## src/rtl/tank_game_config.svh

```systemverilog
// tank game constants for the screen, tanks, bullets, walls and fire rate
`ifndef TANK_GAME_CONFIG_SVH
`define TANK_GAME_CONFIG_SVH

// screen in pixels
`define SCREEN_W 640
`define SCREEN_H 480

// object sizes
`define TANK_SIZE 32
`define BULLET_RADIUS 4     // margin of a bullet point against walls
`define WALL_SIZE 32

// counts
`define NUM_TANKS 2
`define NUM_SLOTS 4         // bullet slots per tank
`define NUM_WALLS 4

`define FIRE_PERIOD 16      // power of two

// reset positions, upper left corner
`define TANK0_X0 200
`define TANK0_Y0 200
`define TANK1_X0 400
`define TANK1_Y0 400

`endif

```

## src/rtl/tank_game_pkg.sv

```systemverilog
// tank game types: coordinates, keys, turret angle, fire counter and directions
package tank_game_pkg;

	typedef logic [9:0] coord_t;            // screen x or y
	typedef logic [7:0] key_t;
	typedef logic [7:0] turret_angle_t;     // coarse direction in [6:4]
	typedef logic [7:0] frame_cnt_t;

	// counter clockwise from up
	typedef enum logic [2:0] {
		UP         = 3'd0,
		UP_LEFT    = 3'd1,
		LEFT       = 3'd2,
		DOWN_LEFT  = 3'd3,
		DOWN       = 3'd4,
		DOWN_RIGHT = 3'd5,
		RIGHT      = 3'd6,
		UP_RIGHT   = 3'd7
	} dir_e;

	// base keys
	localparam key_t KEY_LEFT  = 8'd1;
	localparam key_t KEY_DOWN  = 8'd2;
	localparam key_t KEY_UP    = 8'd3;
	localparam key_t KEY_RIGHT = 8'd4;

	// turret keys
	localparam key_t KEY_ROT_CCW = 8'd1;   // angle +1
	localparam key_t KEY_ROT_CW  = 8'd2;   // angle -1
	localparam key_t KEY_FIRE    = 8'd3;

endpackage

```

## src/rtl/wall_overlap.sv

```systemverilog
// wall overlap test of one box against every wall in the list
`timescale 1ns/1ps
`include "tank_game_config.svh"

module wall_overlap
	import tank_game_pkg::*;
#(
	parameter int BOX  = `TANK_SIZE,   // side of the tested box, 0 for a point
	parameter int GROW = 0             // margin added around each wall
) (
	input  coord_t                  x,
	input  coord_t                  y,
	input  coord_t [`NUM_WALLS-1:0] wall_x,
	input  coord_t [`NUM_WALLS-1:0] wall_y,
	output logic                    overlap
);

	// two spare bits so grown edges near the screen border do not wrap
	typedef logic [11:0] wide_t;

	wide_t box_r;
	wide_t box_b;
	wide_t wall_r;
	wide_t wall_b;

	always_comb begin
		// the margin is folded into the box side on the low edge
		box_r = wide_t'(x) + wide_t'(BOX + GROW);
		box_b = wide_t'(y) + wide_t'(BOX + GROW);
		overlap = 1'b0;
		for (int w = 0; w < `NUM_WALLS; w++) begin
			wall_r = wide_t'(wall_x[w]) + wide_t'(`WALL_SIZE + GROW);
			wall_b = wide_t'(wall_y[w]) + wide_t'(`WALL_SIZE + GROW);
			if (box_r > wide_t'(wall_x[w]) && wide_t'(x) < wall_r &&
			    box_b > wide_t'(wall_y[w]) && wide_t'(y) < wall_b)
				overlap = 1'b1;
		end
	end

endmodule

```

## src/rtl/tank_mover.sv

```systemverilog
// tank mover: position, base heading, turret angle and fire latch of one tank
`timescale 1ns/1ps
`include "tank_game_config.svh"

module tank_mover
	import tank_game_pkg::*;
#(
	parameter coord_t X0 = coord_t'(`TANK0_X0),
	parameter coord_t Y0 = coord_t'(`TANK0_Y0)
) (
	input  logic                    Reset,
	input  logic                    frame_clk,
	input  key_t                    base_key,
	input  key_t                    turret_key,
	input  coord_t [`NUM_WALLS-1:0] wall_x,
	input  coord_t [`NUM_WALLS-1:0] wall_y,
	output coord_t                  tank_x,
	output coord_t                  tank_y,
	output dir_e                    base_dir,
	output dir_e                    turret_dir,
	output logic                    fire_strobe
);

	localparam coord_t     X_MAX     = coord_t'(`SCREEN_W - `TANK_SIZE);
	localparam coord_t     Y_MAX     = coord_t'(`SCREEN_H - `TANK_SIZE);
	localparam frame_cnt_t FIRE_MASK = frame_cnt_t'(`FIRE_PERIOD - 1);

	coord_t        cand_x;
	coord_t        cand_y;
	dir_e          next_dir;
	logic          blocked;     // candidate box touches a wall
	turret_angle_t turret_angle;
	logic          fire_latch;
	frame_cnt_t    fire_cnt;

	// ----------------------------------------------------------
	// base movement
	// ----------------------------------------------------------
	always_comb begin
		cand_x = tank_x;
		cand_y = tank_y;
		next_dir = base_dir;
		case (base_key)
			KEY_LEFT: begin
				if (tank_x != '0)
					cand_x = tank_x - 1'b1;
				next_dir = LEFT;
			end
			KEY_DOWN: begin
				if (tank_y < Y_MAX)
					cand_y = tank_y + 1'b1;
				next_dir = DOWN;
			end
			KEY_UP: begin
				if (tank_y != '0)
					cand_y = tank_y - 1'b1;
				next_dir = UP;
			end
			KEY_RIGHT: begin
				if (tank_x < X_MAX)
					cand_x = tank_x + 1'b1;
				next_dir = RIGHT;
			end
			default: ;   // idle codes
		endcase
	end

	wall_overlap #(.BOX(`TANK_SIZE), .GROW(0)) wall_i (
		.x      (cand_x),
		.y      (cand_y),
		.wall_x (wall_x),
		.wall_y (wall_y),
		.overlap(blocked)
	);

	// ----------------------------------------------------------
	// turret and fire
	// ----------------------------------------------------------
	assign turret_dir  = dir_e'(turret_angle[6:4]);
	assign fire_strobe = fire_latch && ((fire_cnt & FIRE_MASK) == '0);

	always_ff @(posedge Reset or posedge frame_clk) begin
		if (frame_clk) begin
			tank_x <= X0;
			tank_y <= Y0;
			base_dir <= UP;
			turret_angle <= '0;
			fire_latch <= 1'b0;
			fire_cnt <= '0;
		end else begin
			if (!blocked) begin
				tank_x <= cand_x;
				tank_y <= cand_y;
			end
			base_dir <= next_dir;   // heading turns even when blocked
			case (turret_key)
				KEY_ROT_CCW: turret_angle <= turret_angle + 1'b1;
				KEY_ROT_CW:  turret_angle <= turret_angle - 1'b1;
				default: ;
			endcase
			if (fire_strobe)
				fire_latch <= 1'b0;   // request consumed, slot or not
			else if (turret_key == KEY_FIRE)
				fire_latch <= 1'b1;
			fire_cnt <= fire_cnt + 1'b1;
		end
	end

endmodule

```

## src/rtl/bullet_step.sv

```systemverilog
// bullet step: next position, survival and tank hits of one bullet for a frame
`timescale 1ns/1ps
`include "tank_game_config.svh"

module bullet_step
	import tank_game_pkg::*;
(
	input  logic                    live,
	input  dir_e                    dir,
	input  coord_t                  x,
	input  coord_t                  y,
	input  coord_t [`NUM_TANKS-1:0] tanks_x,
	input  coord_t [`NUM_TANKS-1:0] tanks_y,
	input  coord_t [`NUM_WALLS-1:0] wall_x,
	input  coord_t [`NUM_WALLS-1:0] wall_y,
	output logic                    next_live,
	output coord_t                  next_x,
	output coord_t                  next_y,
	output logic [`NUM_TANKS-1:0]   tank_hit
);

	logic   go_left;
	logic   go_right;
	logic   go_up;
	logic   go_down;
	coord_t rel_x;       // offset from a tank corner
	coord_t rel_y;
	logic   on_screen;
	logic   wall_hit;

	// split the heading into its horizontal and vertical parts
	assign go_left  = dir inside {UP_LEFT, LEFT, DOWN_LEFT};
	assign go_right = dir inside {DOWN_RIGHT, RIGHT, UP_RIGHT};
	assign go_up    = dir inside {UP_LEFT, UP, UP_RIGHT};
	assign go_down  = dir inside {DOWN_LEFT, DOWN, DOWN_RIGHT};

	// stepping left or up from 0 wraps to 1023, past either screen edge
	always_comb begin
		next_x = x;
		next_y = y;
		if (go_left)
			next_x = x - 1'b1;
		else if (go_right)
			next_x = x + 1'b1;
		if (go_up)
			next_y = y - 1'b1;
		else if (go_down)
			next_y = y + 1'b1;
	end

	// a point is inside a tank when both wrapped offsets are small
	always_comb begin
		tank_hit = '0;
		for (int t = 0; t < `NUM_TANKS; t++) begin
			rel_x = x - tanks_x[t];
			rel_y = y - tanks_y[t];
			tank_hit[t] = live && (rel_x < coord_t'(`TANK_SIZE)) &&
			              (rel_y < coord_t'(`TANK_SIZE));
		end
	end

	assign on_screen = (next_x < coord_t'(`SCREEN_W)) && (next_y < coord_t'(`SCREEN_H));

	wall_overlap #(.BOX(0), .GROW(`BULLET_RADIUS)) wall_i (
		.x      (next_x),
		.y      (next_y),
		.wall_x (wall_x),
		.wall_y (wall_y),
		.overlap(wall_hit)
	);

	assign next_live = live && !(|tank_hit) && on_screen && !wall_hit;

endmodule

```

## src/rtl/bullet_bank.sv

```systemverilog
// bullet bank: bullet slots of one tank with free-slot choice and spawn point
`timescale 1ns/1ps
`include "tank_game_config.svh"

module bullet_bank
	import tank_game_pkg::*;
(
	input  logic                    Reset,
	input  logic                    frame_clk,
	input  logic                    fire_strobe,
	input  coord_t                  own_x,
	input  coord_t                  own_y,
	input  dir_e                    aim,
	input  coord_t [`NUM_TANKS-1:0] tanks_x,
	input  coord_t [`NUM_TANKS-1:0] tanks_y,
	input  coord_t [`NUM_WALLS-1:0] wall_x,
	input  coord_t [`NUM_WALLS-1:0] wall_y,
	output logic [`NUM_SLOTS-1:0]   bullet_valid,
	output coord_t [`NUM_SLOTS-1:0] bullet_x,
	output coord_t [`NUM_SLOTS-1:0] bullet_y,
	output logic [`NUM_TANKS-1:0]   hit
);

	dir_e [`NUM_SLOTS-1:0]                  slot_dir;
	logic [`NUM_SLOTS-1:0]                  step_live;
	coord_t [`NUM_SLOTS-1:0]                step_x;
	coord_t [`NUM_SLOTS-1:0]                step_y;
	logic [`NUM_SLOTS-1:0][`NUM_TANKS-1:0] slot_hit;
	logic [`NUM_SLOTS-1:0]                  load;      // one-hot spawn target
	logic                                   taken;
	logic [`NUM_TANKS-1:0]                  hit_any;
	coord_t                                 spawn_x;
	coord_t                                 spawn_y;

	for (genvar s = 0; s < `NUM_SLOTS; s++) begin : g_slot
		bullet_step step_i (
			.live     (bullet_valid[s]),
			.dir      (slot_dir[s]),
			.x        (bullet_x[s]),
			.y        (bullet_y[s]),
			.tanks_x  (tanks_x),
			.tanks_y  (tanks_y),
			.wall_x   (wall_x),
			.wall_y   (wall_y),
			.next_live(step_live[s]),
			.next_x   (step_x[s]),
			.next_y   (step_y[s]),
			.tank_hit (slot_hit[s])
		);
	end

	// ----------------------------------------------------------
	// lowest free slot and hit merge
	// ----------------------------------------------------------
	always_comb begin
		load = '0;
		taken = 1'b0;
		hit_any = '0;
		for (int s = 0; s < `NUM_SLOTS; s++) begin
			if (!bullet_valid[s] && !taken) begin
				load[s] = fire_strobe;
				taken = 1'b1;
			end
			hit_any = hit_any | slot_hit[s];
		end
	end

	// spawn just outside the tank on the aimed side
	always_comb begin
		case (aim)
			RIGHT, DOWN_RIGHT, UP_RIGHT: spawn_x = own_x + coord_t'(`TANK_SIZE);
			LEFT, DOWN_LEFT, UP_LEFT:    spawn_x = own_x - 1'b1;
			default:                     spawn_x = own_x + coord_t'(`TANK_SIZE / 2);
		endcase
		case (aim)
			UP, UP_LEFT, UP_RIGHT:       spawn_y = own_y - 1'b1;
			DOWN, DOWN_LEFT, DOWN_RIGHT: spawn_y = own_y + coord_t'(`TANK_SIZE);
			default:                     spawn_y = own_y + coord_t'(`TANK_SIZE / 2);
		endcase
	end

	// ----------------------------------------------------------
	// slot registers
	// ----------------------------------------------------------
	always_ff @(posedge Reset or posedge frame_clk) begin
		if (frame_clk) begin
			bullet_valid <= '0;
			hit <= '0;
		end else begin
			bullet_valid <= load | step_live;   // a free slot has no live step
			hit <= hit_any;
		end
	end

	always_ff @(posedge Reset) begin
		for (int s = 0; s < `NUM_SLOTS; s++) begin
			if (load[s]) begin
				slot_dir[s] <= aim;
				bullet_x[s] <= spawn_x;
				bullet_y[s] <= spawn_y;
			end else if (bullet_valid[s]) begin
				bullet_x[s] <= step_x[s];
				bullet_y[s] <= step_y[s];
			end
		end
	end

endmodule

```

## src/rtl/tank_game_top.sv

```systemverilog
// tank game top: two tanks and their bullet banks, advanced once per frame
`timescale 1ns/1ps
`include "tank_game_config.svh"

module tank_game_top
	import tank_game_pkg::*;
(
	input  logic                                    Reset,       // frame clock
	input  logic                                    frame_clk,   // async reset
	input  key_t [`NUM_TANKS-1:0]                   base_key,
	input  key_t [`NUM_TANKS-1:0]                   turret_key,
	input  coord_t [`NUM_WALLS-1:0]                 wall_x,
	input  coord_t [`NUM_WALLS-1:0]                 wall_y,
	output coord_t [`NUM_TANKS-1:0]                 tank_x,
	output coord_t [`NUM_TANKS-1:0]                 tank_y,
	output dir_e [`NUM_TANKS-1:0]                   base_dir,
	output dir_e [`NUM_TANKS-1:0]                   turret_dir,
	output logic [`NUM_TANKS-1:0][`NUM_SLOTS-1:0]   bullet_valid,
	output coord_t [`NUM_TANKS-1:0][`NUM_SLOTS-1:0] bullet_x,
	output coord_t [`NUM_TANKS-1:0][`NUM_SLOTS-1:0] bullet_y,
	output logic [`NUM_TANKS-1:0]                   hit
);

	logic [`NUM_TANKS-1:0]                  fire_strobe;
	logic [`NUM_TANKS-1:0][`NUM_TANKS-1:0] bank_hit;    // per bank, per target tank

	tank_mover #(.X0(coord_t'(`TANK0_X0)), .Y0(coord_t'(`TANK0_Y0))) mover0_i (
		.Reset(Reset), .frame_clk(frame_clk),
		.base_key(base_key[0]), .turret_key(turret_key[0]),
		.wall_x(wall_x), .wall_y(wall_y),
		.tank_x(tank_x[0]), .tank_y(tank_y[0]),
		.base_dir(base_dir[0]), .turret_dir(turret_dir[0]),
		.fire_strobe(fire_strobe[0])
	);

	tank_mover #(.X0(coord_t'(`TANK1_X0)), .Y0(coord_t'(`TANK1_Y0))) mover1_i (
		.Reset(Reset), .frame_clk(frame_clk),
		.base_key(base_key[1]), .turret_key(turret_key[1]),
		.wall_x(wall_x), .wall_y(wall_y),
		.tank_x(tank_x[1]), .tank_y(tank_y[1]),
		.base_dir(base_dir[1]), .turret_dir(turret_dir[1]),
		.fire_strobe(fire_strobe[1])
	);

	// each bank sees both tanks, so a bullet can also strike its owner
	bullet_bank bank0_i (
		.Reset(Reset), .frame_clk(frame_clk), .fire_strobe(fire_strobe[0]),
		.own_x(tank_x[0]), .own_y(tank_y[0]), .aim(turret_dir[0]),
		.tanks_x(tank_x), .tanks_y(tank_y), .wall_x(wall_x), .wall_y(wall_y),
		.bullet_valid(bullet_valid[0]), .bullet_x(bullet_x[0]), .bullet_y(bullet_y[0]),
		.hit(bank_hit[0])
	);

	bullet_bank bank1_i (
		.Reset(Reset), .frame_clk(frame_clk), .fire_strobe(fire_strobe[1]),
		.own_x(tank_x[1]), .own_y(tank_y[1]), .aim(turret_dir[1]),
		.tanks_x(tank_x), .tanks_y(tank_y), .wall_x(wall_x), .wall_y(wall_y),
		.bullet_valid(bullet_valid[1]), .bullet_x(bullet_x[1]), .bullet_y(bullet_y[1]),
		.hit(bank_hit[1])
	);

	assign hit = bank_hit[0] | bank_hit[1];

endmodule

```

## config.mk

```make
export PLATFORM = sky130hd
export DESIGN_NAME = tank_game_top
export DESIGN_NICKNAME = d
export VERILOG_FILES = /design/src/rtl/tank_game_pkg.sv /design/src/rtl/wall_overlap.sv /design/src/rtl/tank_mover.sv /design/src/rtl/bullet_step.sv /design/src/rtl/bullet_bank.sv /design/src/rtl/tank_game_top.sv
export VERILOG_INCLUDE_DIRS = /design/src /design/src/rtl
export SDC_FILE = /design/constraint.sdc
export NUM_CORES = 2
export LEC_CHECK = 0
export ABC_CLOCK_PERIOD_IN_PS = 6100
export BUFFER_PORTS_ARGS = -buffer_cell sky130_fd_sc_hd__buf_2
export CORE_AREA = 2 2 310 312
export CTS_CLUSTER_DIAMETER = 100
export DETAILED_ROUTE_END_ITERATION = 10
export DIE_AREA = 0 0 312 314
export MAX_ROUTING_LAYER = met4
export PLACE_DENSITY = 0.88
export SYNTH_ARGS = -nofsm -noshare
export SYNTH_HDL_FRONTEND = slang
export SYNTH_SLANG_ARGS = --single-unit
```

## constraint.sdc

```tcl
create_clock -name Reset -period 6.1 [get_ports Reset]
set_clock_uncertainty 0.05 [all_clocks]
set_input_delay 0.305 -clock Reset [delete_from_list [all_inputs] [get_ports Reset]]
set_output_delay 0.305 -clock Reset [all_outputs]
set_load 0.005 [all_outputs]
```

* After elaboration in Yosys (flattened, before gate mapping)
Index checks and enable logic that the tools add are counted.
** Storage, ports and cells
- Flip-flop bits (word level) :: 276
- Word-level logic and storage cells :: 905
** Cells by class
- $add $sub $neg :: 122
- Order comparisons :: 212
- Eq/ne operators :: 84
- Mux-type cells :: 142
- Bitwise operators :: 9
- Reductions and logical operators :: 296
** Operators with widths (number)
- 10-bit by 12-bit less-than comparator with 1-bit output :: 72
- 10-bit 2-to-1 mux :: 72
- 12-bit by 10-bit greater-than comparator with 1-bit output :: 40
- 11-bit by 10-bit greater-than comparator with 1-bit output :: 40
- 10-bit by 6-bit less-than comparator with 1-bit output (second input constant) :: 32
- 10-bit subtractor :: 32
- 10-bit by 6-bit adder with 11-bit output (second input constant) :: 20
- 10-bit by 1-bit adder with 10-bit output (second input constant) :: 20
- 10-bit by 1-bit subtractor with 10-bit output (second input constant) :: 20
- 1-bit logical AND :: 192
- 10-bit by 3-bit adder with 11-bit output (second input constant) :: 16
- 10-bit case mux with 2 select lines :: 8
- 3-bit equality test (second input constant) :: 40
- 10-bit less-than comparator (second input constant) :: 10
- 10-bit by 9-bit less-than comparator with 1-bit output (second input constant) :: 10
- 3-bit nonzero test :: 32
- 10-bit by 11-bit less-than comparator with 1-bit output :: 8
- 8-bit by 2-bit equality test with 1-bit output (second input constant) :: 8
- 3-bit by 2-bit equality test with 1-bit output (second input constant) :: 20
- 1-bit 2-to-1 mux :: 58
- 10-bit by 5-bit adder with 10-bit output (second input constant) :: 4
- 10-bit by 6-bit adder with 10-bit output (second input constant) :: 4
- 10-bit nonzero test :: 4
- 8-bit by 1-bit adder with 8-bit output (second input constant) :: 4
- 15 further kinds :: 99

* Longest topological paths before layout
- Word-level depth :: 16
- Depth in mapped cells :: 22
- Depth with buffers taken out :: 22

* By module
From an unflattened synthesis, not the netlist that was laid out.
** Unflattened totals
- Cells, all modules :: 9583
- Area total of the unflattened synthesis :: 74925.6 um^2
** By module, submodules not included
- wall_overlap at bank0_i.g_slot[1].step_i.wall_i ... :: times used 4, cells an instance 589, area each 4446.8 um^2
- bullet_step :: times used 8, cells an instance 297, area each 2083.2 um^2
- bullet_bank :: times used 2, cells an instance 470, area each 5137.4 um^2
- tank_mover :: times used 2, cells an instance 307, area each 2613.8 um^2
- wall_overlap at bank1_i.g_slot[0].step_i.wall_i :: times used 1, cells an instance 589, area each 4498.1 um^2
- wall_overlap at bank1_i.g_slot[1].step_i.wall_i :: times used 1, cells an instance 581, area each 4430.5 um^2
- wall_overlap at bank0_i.g_slot[0].step_i.wall_i :: times used 1, cells an instance 594, area each 4425.5 um^2
- wall_overlap at bank1_i.g_slot[2].step_i.wall_i :: times used 1, cells an instance 582, area each 4409.2 um^2
- wall_overlap at mover0_i.wall_i :: times used 1, cells an instance 469, area each 3608.5 um^2
- wall_overlap at mover1_i.wall_i :: times used 1, cells an instance 480, area each 3585.9 um^2
- tank_game_top :: times used 1, cells an instance 2, area each 12.5 um^2

* Worst setup path after synthesis
OpenSTA, ideal clock, no wires.
- Path kind :: register to register
- Start point :: register mover0_i.tank_x[0]
- End point :: register mover0_i.tank_x[4]
- Library setup time :: 0.128 ns
- Data arrival time :: 5.008 ns
- Required time :: 5.922 ns
- Setup slack :: 0.914 ns
- Stages on the path, launching flop included :: 23
- Buffers on the path :: 2
- Cell sequence :: dfrtp_1 -> clkbuf_1 -> inv_1 -> ha_1 -> or3b_2 -> nand3b_1 -> nor3b_4 -> a22o_1 -> xnor2_1 -> inv_1 -> ha_1 -> xor2_1 -> ha_1 -> o21a_1 -> o211ai_1 -> a21oi_1 -> a211o_1 -> a32oi_1 -> o211ai_1 -> nor2_1 -> o21ai_4 -> buf_6 -> mux2_1
** On the way
- Longest elaborated chain between the ends :: 12
- Elaborated cells between the ends (all ways) :: 32
- Classes of those cells :: add/sub (3); order compare (9); mux (7); reduce/logical (13)
** RTL lines
- from (decl) :: RTL line tank_mover.sv:17 : output coord_t tank_x,
- from (signal assigned) :: RTL line tank_mover.sv:92 : tank_x <= cand_x;
- 10-bit by 1-bit adder with 10-bit output (tied with other cells) :: RTL line tank_mover.sv:61 : cand_x = tank_x + 1'b1;
- 10-bit 2-to-1 mux, on equally long branches :: RTL line tank_mover.sv:60, tank_mover.sv:45
- 10-bit case mux with 2 select lines * :: RTL line tank_mover.sv:43 : case (base_key)
- via mover0_i.cand_x[5] :: RTL line tank_mover.sv:28 : coord_t cand_x;
- 10-bit by 6-bit adder with 11-bit output :: RTL line wall_overlap.sv:28 : box_r = wide_t'(x) + wide_t'(BOX + GROW);
- 12-bit by 10-bit greater-than comparator with 1-bit output :: RTL line wall_overlap.sv:34 : if (box_r > wide_t'(wall_x[w]) && wide_t'(x) < wall_r &&
- 1-bit logical AND (2 in a row) :: RTL line wall_overlap.sv:34
- 1-bit logical AND :: RTL line wall_overlap.sv:35 : box_b > wide_t'(wall_y[w]) && wide_t'(y) < wall_b)
- 1-bit 2-to-1 mux (3 in a row) :: RTL line wall_overlap.sv:34
- 1-bit 2-to-1 mux * :: RTL line wall_overlap.sv:34
Mark *: on every way through the listed nets, which the timed path passes. The rest lies on a longest branch.
A chain may end at the register's enable or synchronous reset.

* Worst setup path in the final report
- Start point :: register bank1_i.bullet_y[20] (netlist name)
- End point :: register bank1_i.bullet_valid[2]
** On the way
- Longest elaborated chain between the ends :: 14
- Elaborated cells between the ends (all ways) :: 40
- Classes of those cells :: add/sub (5); order compare (11); mux (6); bitwise (1); reduce/logical (17)
** RTL lines
- from (decl) :: RTL line bullet_bank.sv:20 : output coord_t [`NUM_SLOTS-1:0] bullet_y,
- from (signal, indexed assignment) :: RTL line bullet_bank.sv:100 : bullet_y[s] <= spawn_y;
- from (signal, indexed assignment) :: RTL line bullet_bank.sv:103 : bullet_y[s] <= step_y[s];
- 10-bit by 1-bit adder with 10-bit output :: RTL line bullet_step.sv:48 : next_y = y + 1'b1;
- 10-bit 2-to-1 mux :: RTL line bullet_step.sv:47 : else if (go_down)
- 10-bit 2-to-1 mux :: RTL line bullet_step.sv:45 : if (go_up)
- 10-bit by 3-bit adder with 11-bit output :: RTL line wall_overlap.sv:29 : box_b = wide_t'(y) + wide_t'(BOX + GROW);
- 12-bit by 10-bit greater-than comparator with 1-bit output :: RTL line wall_overlap.sv:35
- 1-bit logical AND :: RTL line wall_overlap.sv:34
- 1-bit logical AND :: RTL line wall_overlap.sv:35
- 1-bit 2-to-1 mux (4 in a row) :: RTL line wall_overlap.sv:34
- 1-bit logical NOT :: RTL line bullet_step.sv:72 : assign next_live = live && !(|tank_hit) && on_screen && !wall_hit;
- 1-bit logical AND * :: RTL line bullet_step.sv:72
- 4-bit bitwise OR * :: RTL line bullet_bank.sv:90 : bullet_valid <= load | step_live;
- to (signal assigned) :: RTL line bullet_bank.sv:90
- to (decl) :: RTL line bullet_bank.sv:18 : output logic [`NUM_SLOTS-1:0] bullet_valid,
Every way passes the cells marked *; elsewhere a longest branch is shown, timed or not.

==> flow_metrics.env <==
export IMPL_outcome="finished, violations left"
export IMPL_violations="DRC, capacitance limit, slew limit, setup timing"
export IMPL_die_area_um2=98000
export IMPL_utilization_pct=72.6
export IMPL_port_buffer_count=333
export IMPL_criticalPathCategory="flop to flop"
export IMPL_root_buffer="clkbuf_16"
export IMPL_critPathBufInv=3
export IMPL_remaining_drc_errors=1
export IMPL_postRouteAntennaNets=0
export IMPL_die_h_um=314
export IMPL_timing_rr_start="bank1_i.bullet_y[20]"
export IMPL_switchingPower_mw=6.12
export IMPL_power_mw=12.0
export IMPL_htree_levels=2
export IMPL_drt_wl_total_um=321000
export IMPL_internal_power_mw=5.91
export IMPL_cp_top_family="compound AO/OA/AOI/OAI gates"
export IMPL_slowest_delay_ns=0.97
export IMPL_p_leak_nw=32.0
export IMPL_hold_viol=0
export IMPL_setup_viol=1
export IMPL_synth_flop_cell="edfxtp_1"
export IMPL_cp_depth=18
export IMPL_vdd_ir_drop_max_mv=0.169
export IMPL_crit_chain="inv_1 > ha_1 > inv_1 > nor2_1 > a311oi_1 > a21oi_1 > xor2_1 > inv_1 > ha_1 > o21ai_0 > a21boi_0 > o21a_1 > o21ai_0 > a21oi_1 > a211oi_1 > o2111ai_1 > o2111ai_1 > o31ai_1"
export IMPL_cp_arrival_ns=6.74
export IMPL_swShare_pct=50.9
export IMPL_place_congestion=1.20
export IMPL_cp_common_cell="inv_1"
export IMPL_final_nets=9751
export IMPL_grt_pass1_wl_um=446000
export IMPL_rrSetupSlack_ns=-0.25
export IMPL_grt_use_total_pct=64.5
export IMPL_areaGrowthSynthToFinish_pct=12.1
export IMPL_endpoint="bank1_i.bullet_valid[2]"
export IMPL_tightest_slew_ns=1.58
export IMPL_pin_count=336
export IMPL_max_freq_mhz=157
export IMPL_vias_per_cell=7.68
export IMPL_clkPwrFrac_pct=18.8
export IMPL_yosysUniqueCellTypes=111
export IMPL_yosys_warnings=0
export IMPL_endpoint_kind="flop"
export IMPL_grt_overflow=0
export IMPL_wire_per_inst_um=34.8
export IMPL_seq_power_share_pct=18.6
export IMPL_clock_latency_ns=0.62
export IMPL_start_kind="flop"
export IMPL_powerDensity_nw_per_um2=176
export IMPL_final_common_cell="ha_1"
export IMPL_hp_class="primary input to flop"
export IMPL_route_vias_total=70700
export IMPL_netlist_instances=7195
export IMPL_slew_headroom_pct=-6.49
export IMPL_hold_start="base_key[11]"
export IMPL_rows=113
export IMPL_async_flop_share_pct=30.3
export IMPL_cts_tree="built"
export IMPL_syn_area_um2=61100
export IMPL_setup_slack_ns=-0.252
export IMPL_core_area_um2=94400
export IMPL_ff2ff_path_depth=18
export IMPL_antenna_found_initial=34
export IMPL_cts_setup_buffers=0
export IMPL_required_ns=6.49
export IMPL_die_x_um=312
export IMPL_grt_max_degree=65
export IMPL_fin_crit_sh_pct=104
export IMPL_cp_slowest_cell="a211oi_1"
export IMPL_drive_gt1_share_pct=12.1
export IMPL_r2r_end="bank1_i.bullet_valid[2]"
export IMPL_period_minus_slack_ns=6.35
export IMPL_critPathLaunch="bank1_i.bullet_y[20]"
export IMPL_path_clk_slew_ns=0.06
export IMPL_synth_ff_latch_count=264
export IMPL_cts_buffer_depth=3
export IMPL_synth_edf_count=184
export IMPL_maxCapViolations=3
export IMPL_cts_buffers=35
export IMPL_ys_seq_area_share_pct=12.3
export IMPL_firstDrtPassIters=11
export IMPL_combPwrFrac_pct=62.6
export IMPL_path_max_fanout=7
export IMPL_avgSynthCellArea_um2=8.50
export IMPL_mostFrequentLayoutCells="ha_1 (1767), a21oi_1 (521), nand2_1 (488)"
export IMPL_rsz0062_at_grt="false"
export IMPL_cts_sinks=264
export IMPL_start_util_pct=64.7
export IMPL_slew_violations=5
export IMPL_hpwl_um=246000
export IMPL_first_global_vias=65100
export IMPL_drt_initial_drc_count=12100
==> power by group through the flow <==
stage	Clock [mW]	Sequential, mW	Combinational (mW)
finish	2.26	2.24	7.54
global route	2.26	2.23	7.80
CTS	2.20	2.22	6.93
detailed placement	0	2.25	6.88
global placement	0	2.25	6.60
floorplan	0	2.17	4.07
==> cells in the mapped netlist, types with 39 or more instances <==
library cell	number	area, um2
or3_1	46	288
o2111ai_1	39	342
a21oi_1	522	2610
nand3_1	229	1150
nand2_1	488	1830
nand2b_1	108	676
clkbuf_1	96	360
edfxtp_1	184	5530
mux2i_1	56	561
nand4_1	187	1170
ha_1	1767	22100
nor4_1	54	338
o21a_1	222	1670
nor2_1	329	1230
nor2b_1	132	826
a21o_1	165	1240
a2111oi_0	40	350
o31ai_1	42	315
o21ai_0	468	2340
dfrtp_1	68	1700
a211oi_1	86	646
xor2_1	167	1460
nor3_1	191	956
xnor2_1	360	3150
o211ai_1	92	691
inv_1	268	1010
a31oi_1	69	432
and3_1	66	413
==> cells by family (layout without fill, tap and decap cells) <==
group                    after synthesis  after routing  share of synthesized area (%)
AO/OA/AOI/OAI                       2090           2090                           22.3
AND/OR/NAND/NOR                     2038           2038                           17.2
adder cells (fa/ha/maj)             1769           1769                           36.2
XOR/XNOR                             527            527                           7.55
buffers and inverters                411           1109                           2.67
flip-flops                           264            264                           12.3
multiplexers                          95             95                           1.68
other                                  1             52                        0.00613
==> layout make-up <==
cell class	instances	area, um2
clock inverter	16	214
timing repair buffer	770	4970
tap	1265	1580
clock buffer	47	951
multi-input combinational	6521	52100
fill	7323	25900
inverter	276	1040
antenna	50	125
sequential	264	7540
==> how the worst min path moves through the flow <==
stage,endpoint,slack (ns),cells after the start
2_1_floorplan,mover0_i.fire_cnt[0],0.39,1
3_3_place_gp,bank0_i.hit[1],0.23,2
3_5_place_dp,bank0_i.hit[1],0.24,2
4_1_cts,mover0_i.base_dir[2],0.01,4
5_1_grt,mover1_i.base_dir[2],0.06,3
6_report,mover1_i.base_dir[2],0.05,3
==> through the flow <==
step	instances	hold WS (ns)	area, um2	setup slack (ns)	setup TNS, ns
finish	9209	0.0506	68500	-0.252	-0.252
global route	9190	0.0609	68500	0.0613	0
CTS	9159	0.0111	68400	0.290	0
detailed placement	9091	0.237	67200	0.0587	0
global placement	9090	0.226	67200	0.211	0
floorplan	7196	0.392	61100	0.914	0
==> worst reg2reg max path: stages (launching register included) <==
cell	delay, ns
edfxtp_1	0.47
inv_1	0.11
ha_1	0.20
inv_1	0.08
nor2_1	0.05
a311oi_1	0.32
a21oi_1	0.09
xor2_1	0.93
inv_1	0.34
ha_1	0.40
o21ai_0	0.16
a21boi_0	0.16
o21a_1	0.18
o21ai_0	0.18
a21oi_1	0.10
a211oi_1	0.97
o2111ai_1	0.47
o2111ai_1	0.82
o31ai_1	0.13
==> flip-flops by register name, indices dropped and copies added, names as in the netlist, 7 cells and up <==
signal / count
mover0_i.tank_y: 10
bank1_i.bullet_x: 40
mover1_i.turret_angle: 7
mover0_i.tank_x: 10
mover1_i.tank_x: 10
bank1_i.bullet_y: 40
bank0_i.slot_dir: 12
bank1_i.slot_dir: 12
bank0_i.bullet_x: 40
mover0_i.turret_angle: 7
mover1_i.tank_y: 10
bank0_i.bullet_y: 40
==> per-layer routing <==
| layer | routed length [um] | vias to the layer above | track usage, % |
|---|---|---|---|
| met1 | 106000 | 32300 | 72.3 |
| met5 | 0 | - | - |
| li1 | - | 29100 | - |
| met2 | 115000 | 6797 | 81.6 |
| met3 | 62300 | 2510 | 34.9 |
| met4 | 37900 | 0 | 56.0 |
==> timing repair <==
item | in CTS | in global routing
hold endpoints to repair | 18 | 0
gates resized for setup | 0 | 2
hold buffers | 5 | 0
setup endpoints to repair | 0 | 13
Note: power is estimated with default switching activity, not from simulation.
